[src/verilog/softmax_defs.svh]
`ifndef SOFTMAX_DEFS_SVH
`define SOFTMAX_DEFS_SVH

// Input scores, signed Q4.12
`define SM_FX_WIDTH   16
`define SM_FX_FRAC    12

// Exp values in Q16.16
`define SM_EXP_WIDTH  32
`define SM_EXP_FRAC   16

// Probabilities in Q0.16
`define SM_PROB_WIDTH 16

// Longest vector, also the buffer depth
`define SM_VEC_MAX    8

`endif

[src/verilog/softmax_pkg.sv]
`include "softmax_defs.svh"

package softmax_pkg;

    typedef logic signed [`SM_FX_WIDTH-1:0] fx_t;
    typedef logic [`SM_EXP_WIDTH-1:0]       exp_t;
    typedef logic [`SM_PROB_WIDTH-1:0]      prob_t;
    typedef logic [`SM_EXP_WIDTH-1:0]       sum_t;  // 8 x largest exp fits

    typedef struct packed {
        fx_t  score;
        logic last;
    } score_s;

    typedef struct packed {
        exp_t value;
        logic last;
    } exp_s;

    typedef struct packed {
        prob_t prob;
        logic  last;
    } prob_s;

    typedef enum logic [1:0] {
        ACCUM,
        WAIT_DIV,
        DRAIN
    } norm_state_e;

endpackage

[src/verilog/exp_buffer.sv]
`timescale 1ns/1ps
`include "softmax_defs.svh"

module exp_buffer (
    input  logic              clk,
    input  logic              rst_n,
    input  logic              push,
    input  softmax_pkg::exp_s push_data,
    input  logic              pop,
    output softmax_pkg::exp_s head,
    output logic              full,
    output logic              empty
);

    localparam int DEPTH = `SM_VEC_MAX;
    localparam int AW    = $clog2(DEPTH);
    localparam int CW    = $clog2(DEPTH + 1);

    softmax_pkg::exp_s mem [DEPTH];
    logic [AW-1:0]     wr_ptr;
    logic [AW-1:0]     rd_ptr;
    logic [CW-1:0]     count;
    logic              do_push;
    logic              do_pop;

    function automatic logic [AW-1:0] next_ptr(input logic [AW-1:0] p);
        return (p == AW'(DEPTH - 1)) ? '0 : p + 1'b1;
    endfunction

    assign full    = (count == CW'(DEPTH));
    assign empty   = (count == '0);
    assign do_push = push && !full;
    assign do_pop  = pop && !empty;
    assign head    = mem[rd_ptr];

    always_ff @(posedge clk) begin
        if (do_push)
            mem[wr_ptr] <= push_data;
    end

    always_ff @(posedge clk or negedge rst_n) begin
        if (!rst_n) begin
            wr_ptr <= '0;
            rd_ptr <= '0;
            count  <= '0;
        end else begin
            if (do_push)
                wr_ptr <= next_ptr(wr_ptr);
            if (do_pop)
                rd_ptr <= next_ptr(rd_ptr);
            case ({do_push, do_pop})
                2'b10:   count <= count + 1'b1;
                2'b01:   count <= count - 1'b1;
                default: count <= count;  // Both or neither
            endcase
        end
    end

endmodule

[src/verilog/fx_divider.sv]
`timescale 1ns/1ps
`include "softmax_defs.svh"

module fx_divider (
    input  logic               clk,
    input  logic               rst_n,
    input  logic               start,
    input  softmax_pkg::exp_t  dividend,
    input  softmax_pkg::sum_t  divisor,
    output logic               done,
    output softmax_pkg::prob_t quotient
);

    localparam int QBITS = `SM_EXP_FRAC + 1;  // One guard bit for 1.0
    localparam int CW    = $clog2(QBITS + 1);

    logic [CW-1:0]            cnt;
    logic [`SM_EXP_WIDTH-1:0] rem;
    logic [QBITS-1:0]         q;
    logic [`SM_EXP_WIDTH:0]   trial;
    logic [`SM_EXP_WIDTH:0]   diff;
    logic                     fits;
    logic                     idle;
    logic                     step_en;
    logic                     last_cyc;

    assign idle     = (cnt == '0);
    assign last_cyc = (cnt == CW'(1));
    assign step_en  = idle ? start : !last_cyc;

    // First quotient bit is taken on the load edge, from the dividend itself
    assign trial = idle ? {1'b0, dividend} : {rem, 1'b0};
    assign diff  = trial - {1'b0, divisor};
    assign fits  = (trial >= {1'b0, divisor});

    always_ff @(posedge clk or negedge rst_n) begin
        if (!rst_n) begin
            cnt  <= '0;
            done <= 1'b0;
        end else begin
            done <= 1'b0;
            if (idle) begin
                if (start)
                    cnt <= CW'(QBITS);
            end else begin
                if (last_cyc)
                    done <= 1'b1;
                cnt <= cnt - 1'b1;
            end
        end
    end

    // 17 shifts in total, so stale q bits all fall out
    always_ff @(posedge clk) begin
        if (step_en) begin
            rem <= fits ? diff[`SM_EXP_WIDTH-1:0] : trial[`SM_EXP_WIDTH-1:0];
            q   <= {q[QBITS-2:0], fits};
        end
        if (last_cyc)
            quotient <= q[QBITS-1] ? '1 : q[QBITS-2:0];  // Saturate 1.0
    end

endmodule

[src/verilog/fx_exp_lut.sv]
`timescale 1ns/1ps
`include "softmax_defs.svh"

module fx_exp_lut (
    input  logic                clk,
    input  logic                rst_n,
    input  logic                in_valid,
    output logic                in_ready,
    input  softmax_pkg::score_s in_data,
    output logic                exp_valid,
    input  logic                exp_ready,
    output softmax_pkg::exp_s   exp_data
);

    localparam int CLAMP_LIM = 8 << `SM_FX_FRAC;

    softmax_pkg::fx_t  score_c;
    logic [3:0]        k_idx;   // Signed integer part, -8..7
    logic [3:0]        f_idx;
    logic [26:0]       int_val;
    logic [17:0]       frac_val;
    logic [47:0]       product;
    softmax_pkg::exp_t exp_val;
    logic              v_reg;
    softmax_pkg::exp_s data_reg;

    // Clamp to -8.0 .. just under +8.0
    always_comb begin
        if (int'(in_data.score) < -CLAMP_LIM)
            score_c = softmax_pkg::fx_t'(-CLAMP_LIM);
        else if (int'(in_data.score) > CLAMP_LIM - 1)
            score_c = softmax_pkg::fx_t'(CLAMP_LIM - 1);
        else
            score_c = in_data.score;
    end

    assign k_idx = 4'(score_c >>> `SM_FX_FRAC);  // Floor
    assign f_idx = score_c[`SM_FX_FRAC-1 -: 4];

    // e^k in Q16.16
    always_comb begin
        case (k_idx)
            4'h8:    int_val = 27'd22;
            4'h9:    int_val = 27'd60;
            4'hA:    int_val = 27'd162;
            4'hB:    int_val = 27'd442;
            4'hC:    int_val = 27'd1200;
            4'hD:    int_val = 27'd3263;
            4'hE:    int_val = 27'd8869;
            4'hF:    int_val = 27'd24109;   // e^-1
            4'h0:    int_val = 27'd65536;
            4'h1:    int_val = 27'd178145;
            4'h2:    int_val = 27'd484249;
            4'h3:    int_val = 27'd1316326;
            4'h4:    int_val = 27'd3578144;
            4'h5:    int_val = 27'd9726405;
            4'h6:    int_val = 27'd26439109;
            default: int_val = 27'd71868951;  // e^7
        endcase
    end

    // e^(f/16) in Q16.16
    always_comb begin
        case (f_idx)
            4'd0:    frac_val = 18'd65536;
            4'd1:    frac_val = 18'd69763;
            4'd2:    frac_val = 18'd74262;
            4'd3:    frac_val = 18'd79052;
            4'd4:    frac_val = 18'd84150;
            4'd5:    frac_val = 18'd89577;
            4'd6:    frac_val = 18'd95354;
            4'd7:    frac_val = 18'd101504;
            4'd8:    frac_val = 18'd108051;
            4'd9:    frac_val = 18'd115019;
            4'd10:   frac_val = 18'd122437;
            4'd11:   frac_val = 18'd130334;
            4'd12:   frac_val = 18'd138740;
            4'd13:   frac_val = 18'd147688;
            4'd14:   frac_val = 18'd157213;
            default: frac_val = 18'd167352;
        endcase
    end

    assign product = 48'(int_val) * 48'(frac_val);
    assign exp_val = product[`SM_EXP_FRAC +: `SM_EXP_WIDTH];  // Truncate

    // Output register, refills whenever downstream takes it
    assign in_ready = !v_reg || exp_ready;

    always_ff @(posedge clk or negedge rst_n) begin
        if (!rst_n)
            v_reg <= 1'b0;
        else if (in_ready)
            v_reg <= in_valid;
    end

    always_ff @(posedge clk) begin
        if (in_valid && in_ready)
            data_reg <= '{value: exp_val, last: in_data.last};
    end

    assign exp_valid = v_reg;
    assign exp_data  = data_reg;

endmodule

[src/verilog/softmax_norm.sv]
`timescale 1ns/1ps

module softmax_norm (
    input  logic               clk,
    input  logic               rst_n,
    input  logic               exp_valid,
    output logic               exp_ready,
    input  softmax_pkg::exp_s  exp_data,
    output logic               push,
    output softmax_pkg::exp_s  push_data,
    output logic               pop,
    input  softmax_pkg::exp_s  head,
    input  logic               full,
    input  logic               empty,
    output logic               div_start,
    output softmax_pkg::exp_t  div_dividend,
    output softmax_pkg::sum_t  div_divisor,
    input  logic               div_done,
    input  softmax_pkg::prob_t div_quotient,
    output logic               out_valid,
    input  logic               out_ready,
    output softmax_pkg::prob_s out_data
);

    softmax_pkg::norm_state_e state;
    softmax_pkg::sum_t        sum;
    logic                     accept;
    logic                     out_fire;

    assign exp_ready = (state == softmax_pkg::ACCUM) && !full;
    assign accept    = exp_valid && exp_ready;
    assign out_fire  = out_valid && out_ready;

    // Every accepted exp goes into the buffer
    assign push      = accept;
    assign push_data = exp_data;
    assign pop       = out_fire;

    // Divide the head only once the previous result has left
    assign div_start    = (state == softmax_pkg::DRAIN) && !out_valid && !empty;
    assign div_dividend = head.value;
    assign div_divisor  = sum;

    always_ff @(posedge clk or negedge rst_n) begin
        if (!rst_n) begin
            state <= softmax_pkg::ACCUM;
            sum   <= '0;
        end else begin
            case (state)
                softmax_pkg::ACCUM: begin
                    if (accept) begin
                        sum <= sum + exp_data.value;
                        if (exp_data.last)
                            state <= softmax_pkg::DRAIN;
                    end
                end
                softmax_pkg::WAIT_DIV: begin
                    if (div_done)
                        state <= softmax_pkg::DRAIN;
                end
                softmax_pkg::DRAIN: begin
                    if (div_start) begin
                        state <= softmax_pkg::WAIT_DIV;
                    end else if (out_fire && out_data.last) begin
                        state <= softmax_pkg::ACCUM;  // Vector done
                        sum   <= '0;
                    end
                end
                default: state <= softmax_pkg::ACCUM;
            endcase
        end
    end

    always_ff @(posedge clk or negedge rst_n) begin
        if (!rst_n)
            out_valid <= 1'b0;
        else if (div_done)
            out_valid <= 1'b1;
        else if (out_fire)
            out_valid <= 1'b0;
    end

    // Last flag rides along from the buffer head
    always_ff @(posedge clk) begin
        if (div_done)
            out_data <= '{prob: div_quotient, last: head.last};
    end

endmodule

[src/verilog/softmax_top.sv]
`timescale 1ns/1ps

module softmax_top (
    input  logic                clk,
    input  logic                rst_n,
    input  logic                in_valid,
    output logic                in_ready,
    input  softmax_pkg::score_s in_data,
    output logic                out_valid,
    input  logic                out_ready,
    output softmax_pkg::prob_s  out_data
);

    logic               exp_valid;
    logic               exp_ready;
    softmax_pkg::exp_s  exp_data;
    logic               push;
    softmax_pkg::exp_s  push_data;
    logic               pop;
    softmax_pkg::exp_s  head;
    logic               full;
    logic               empty;
    logic               div_start;
    softmax_pkg::exp_t  div_dividend;
    softmax_pkg::sum_t  div_divisor;
    logic               div_done;
    softmax_pkg::prob_t div_quotient;

    fx_exp_lut u_exp (
        .clk       (clk),
        .rst_n     (rst_n),
        .in_valid  (in_valid),
        .in_ready  (in_ready),
        .in_data   (in_data),
        .exp_valid (exp_valid),
        .exp_ready (exp_ready),
        .exp_data  (exp_data)
    );

    exp_buffer u_buf (
        .clk       (clk),
        .rst_n     (rst_n),
        .push      (push),
        .push_data (push_data),
        .pop       (pop),
        .head      (head),
        .full      (full),
        .empty     (empty)
    );

    softmax_norm u_norm (
        .clk          (clk),
        .rst_n        (rst_n),
        .exp_valid    (exp_valid),
        .exp_ready    (exp_ready),
        .exp_data     (exp_data),
        .push         (push),
        .push_data    (push_data),
        .pop          (pop),
        .head         (head),
        .full         (full),
        .empty        (empty),
        .div_start    (div_start),
        .div_dividend (div_dividend),
        .div_divisor  (div_divisor),
        .div_done     (div_done),
        .div_quotient (div_quotient),
        .out_valid    (out_valid),
        .out_ready    (out_ready),
        .out_data     (out_data)
    );

    fx_divider u_div (
        .clk      (clk),
        .rst_n    (rst_n),
        .start    (div_start),
        .dividend (div_dividend),
        .divisor  (div_divisor),
        .done     (div_done),
        .quotient (div_quotient)
    );

endmodule
[config.mk]
export PLATFORM = sky130hd
export DESIGN_NAME = softmax_top
export DESIGN_NICKNAME = d
export VERILOG_FILES = /design/src/verilog/softmax_pkg.sv /design/src/verilog/exp_buffer.sv /design/src/verilog/fx_divider.sv /design/src/verilog/fx_exp_lut.sv /design/src/verilog/softmax_norm.sv /design/src/verilog/softmax_top.sv
export VERILOG_INCLUDE_DIRS = /design/src /design/src/verilog
export SDC_FILE = /design/constraint.sdc
export NUM_CORES = 2
export LEC_CHECK = 0
export BUFFER_PORTS_ARGS = -buffer_cell sky130_fd_sc_hd__buf_4
export CAP_MARGIN = 20
export CORE_ASPECT_RATIO = 0.5
export CORE_MARGIN = 8
export CORE_UTILIZATION = 55
export DETAILED_ROUTE_END_ITERATION = 7
export PLACE_DENSITY = 0.71
export SLEW_MARGIN = 10
export SYNTH_ARGS = -nofsm -noshare
export SYNTH_HDL_FRONTEND = slang
export SYNTH_SLANG_ARGS = --single-unit
[constraint.sdc]
create_clock -name clk -period 10.8 [get_ports clk]
set_clock_uncertainty 0.05 [all_clocks]
set_input_delay 2.16 -clock clk [delete_from_list [all_inputs] [get_ports clk]]
set_output_delay 2.16 -clock clk [all_outputs]
set_load 0.005 [all_outputs]
==> results.json <==
{
  "outcome": "finished, final reports clean",
  "io_pins": 40,
  "holdBufCountCts": 0,
  "finalWirelength_mm": 77.3,
  "synth_cells": 3037,
  "cts_resized": 0,
  "arrival_ns": 9.74,
  "p_switching_mw": 5.41,
  "nets": 3666,
  "grt_use_total": 0.225,
  "pwr-share-clk": 0.110,
  "grt_pass1_vias": 23100,
  "synth-seq-area-share": 0.355,
  "gr-total-overflow": 0,
  "fin_util": 0.595,
  "p_sw_frac": 0.446,
  "worstHoldPathType": "register to register",
  "critPathMaxStageDelay_ns": 0.55,
  "place.port_buffers": 31,
  "synth_cell_types": 79,
  "drive_gt1_frac": 0.0943,
  "synthFlopType": "edfxtp_1",
  "placed_cells_incl_taps": 3834,
  "cts_buffers": 41,
  "layout_commonest_cell": "inv_1",
  "crit_buf_inv": 7,
  "ant_nets": 0,
  "hold_violations": 0,
  "place_area_mm2": 0.0348,
  "route.detailed.drc": 0,
  "pre_cts_ws_ns": 0.838,
  "post_cts_buffers": 0,
  "wire_per_inst_um": 19.8,
  "peakVddDrop_mv": 0.323,
  "die_w_um": 365,
  "p_int_mw": 6.71,
  "fmax_mhz": 105,
  "post-route-min-period_ns": 9.50,
  "insertion_delay_ns": 0.55,
  "crit_family": "adder cells",
  "layout_common_cells": "inv_1 (507), fa_1 (384), edfxtp_1 (352), nand2_1 (321), nor2_1 (259)",
  "fin_setup_tns_ns": 0,
  "antenna_found_initial": 1,
  "grt_pass1_wl_mm": 125,
  "ys_ff_latch": 404,
  "fin_area_mm2": 0.0361,
  "clockBufferDepth": 3,
  "drv_slew": 0,
  "p_comb_frac": 0.646,
  "synth_area_per_cell_um2": 11.0,
  "first_pass_iters": 6,
  "fin_crit_sh": 0.879,
  "syn_nets": 3651,
  "fillCellCount": 4860,
  "power.leakage_nw": 16.1,
  "start_util": 0.552,
  "synthToLayoutAreaGrowth_pct": 7.84,
  "required_ns": 11.04,
  "grt_max_degree": 65,
  "cp_common_cell": "fa_1",
  "synthArstFlopShare": 0.129,
  "p_per_area_mw_per_mm2": 336,
  "core_area_mm2": 0.0606,
  "sequentialPowerShare": 0.244,
  "cts_htree_levels": 2,
  "die_area_mm2": 0.0695,
  "setup_viol": 0,
  "yosysTopAreaCell": "edfxtp_1",
  "relSlewSlack": 0.251,
  "yosys-top-cells-area": "edfxtp_1 (32%), fa_1 (23%), ha_1 (7.8%)",
  "fin_ws_ns": 1.30,
  "yosys_warnings": 0,
  "cts_tree": "yes",
  "cpMaxStageDelayCell": "fa_1",
  "cts-root-buf": "clkbuf_16",
  "crit_type": "primary input to register",
  "fin_cells": 3910,
  "clkSinkCount": 404,
  "dp_hpwl_mm": 57.7,
  "rsz0062_at_grt": "false",
  "vias": 22000,
  "synth_top_area_share": 0.316,
  "gp_congestion": 0.944,
  "synth_area_mm2": 0.0335,
  "p_total_mw": 12.1,
  "routed_via_density": 5.64,
  "synth_edf_count": 352,
  "crit_fanout": 8,
  "die_height_um": 190,
  "rows": 64,
  "startpoint_type": "primary input",
  "antenna_cells": 0,
  "whs_ns": 0.369,
  "clk_pin_slew_ns": 0.06,
  "endpoint_kind": "register",
  "maxCapViolCount": 0,
  "worstMarginPinSlew_ns": 1.12,
  "drtIter0Drc": 1628
}
## power by group through the flow
stage                     combinational (mW)  clock [mW]  sequential (mW)
final                                   7.83        1.33             2.95
after global routing                    8.82        1.42             3.02
after CTS                               7.83        1.36             2.96
after detailed placement                7.76           0             2.99
after global placement                  7.59           0             2.96
after floorplan                         6.04           0             2.81
## metal layers
layer	up-vias	part of all wire	GRT usage
met5	-	0.00017	0
met4	2	0.025	0.0575
met3	137	0.082	0.0481
met2	811	0.46	0.368
met1	11000	0.43	0.310
li1	10100	-	-
## synthesized netlist by cell type, types with 4 or more instances
cell      number
a211o_1        6
a211oi_1       9
a21boi_0       6
a21o_1        64
a21oi_1      117
a31oi_1       11
and2_1        19
and3_1        16
buf_1         12
buf_2          5
clkbuf_1     103
dfrtp_1       52
edfxtp_1     352
fa_1         384
ha_1         209
inv_1        507
mux2_2        19
mux2i_1       33
mux4_2        60
nand2_1      321
nand2b_1      45
nand3_1       18
nand4_1        8
nor2_1       260
nor2b_1       21
nor3_1        15
nor3b_1        5
o211ai_1       5
o21a_1        14
o21ai_0       98
o21ai_1        8
o21ai_2        4
o21bai_1      12
o221ai_1       5
o22ai_1       29
o31a_1         7
o31ai_1        7
or2_2         23
xnor2_1       47
xor2_1        39
## sequential cells by signal, summed over array words and instances, names as in the netlist
register and flops:
u_buf.mem 240, u_div.rem 32, u_norm.div_divisor 32, u_exp.exp_data 30
u_div.q 17, u_norm.out_data 17, u_div.quotient 16, u_div.cnt 5
u_buf.count 4, u_buf.rd_ptr 3, u_buf.wr_ptr 3, u_norm.state 2
u_div.done 1, u_exp.exp_valid 1, u_norm.out_valid 1
## final cells by class
class | instances | area [µm²] | share of cell area
multi-input cells | 2004 | 19300 | 0.535
flip-flops and latches | 404 | 11900 | 0.329
inverters | 508 | 1910 | 0.0528
clock buffers | 60 | 1150 | 0.0318
well taps | 825 | 1030 | 0.0286
repair buffers | 93 | 696 | 0.0193
clock inverters | 16 | 118 | 0.00326
## final timing paths
check                             startpoint                      to  slack, ns  cells after the start
max                              in_data[14]      u_exp.exp_data[27]       1.30                     28
min                        u_div.quotient[2]      u_norm.out_data[3]       0.37                      0
min reg2reg                u_div.quotient[2]      u_norm.out_data[3]       0.37                      0
max reg2reg                  u_buf.rd_ptr[0]           u_div.rem[27]       5.38                     15
max in group asynchronous              rst_n         u_buf.rd_ptr[0]       8.46                      1
min in group asynchronous              rst_n  u_norm.div_divisor[26]       1.64                      1
## kinds of logic (layout without fill, tap and decap cells)
logic type / after synthesis / in the layout / synth area share
adders and majority gates: 593 / 593 / 0.308
buffers and inverters: 629 / 677 / 0.0709
AOI/OAI and AO/OA: 440 / 440 / 0.0859
DFF: 404 / 404 / 0.355
xor gates and xnor gates: 86 / 86 / 0.0225
and+or+nand+nor: 771 / 771 / 0.101
muxes: 114 / 114 / 0.0573
No activity file was read; power rests on OpenSTA's default activity.
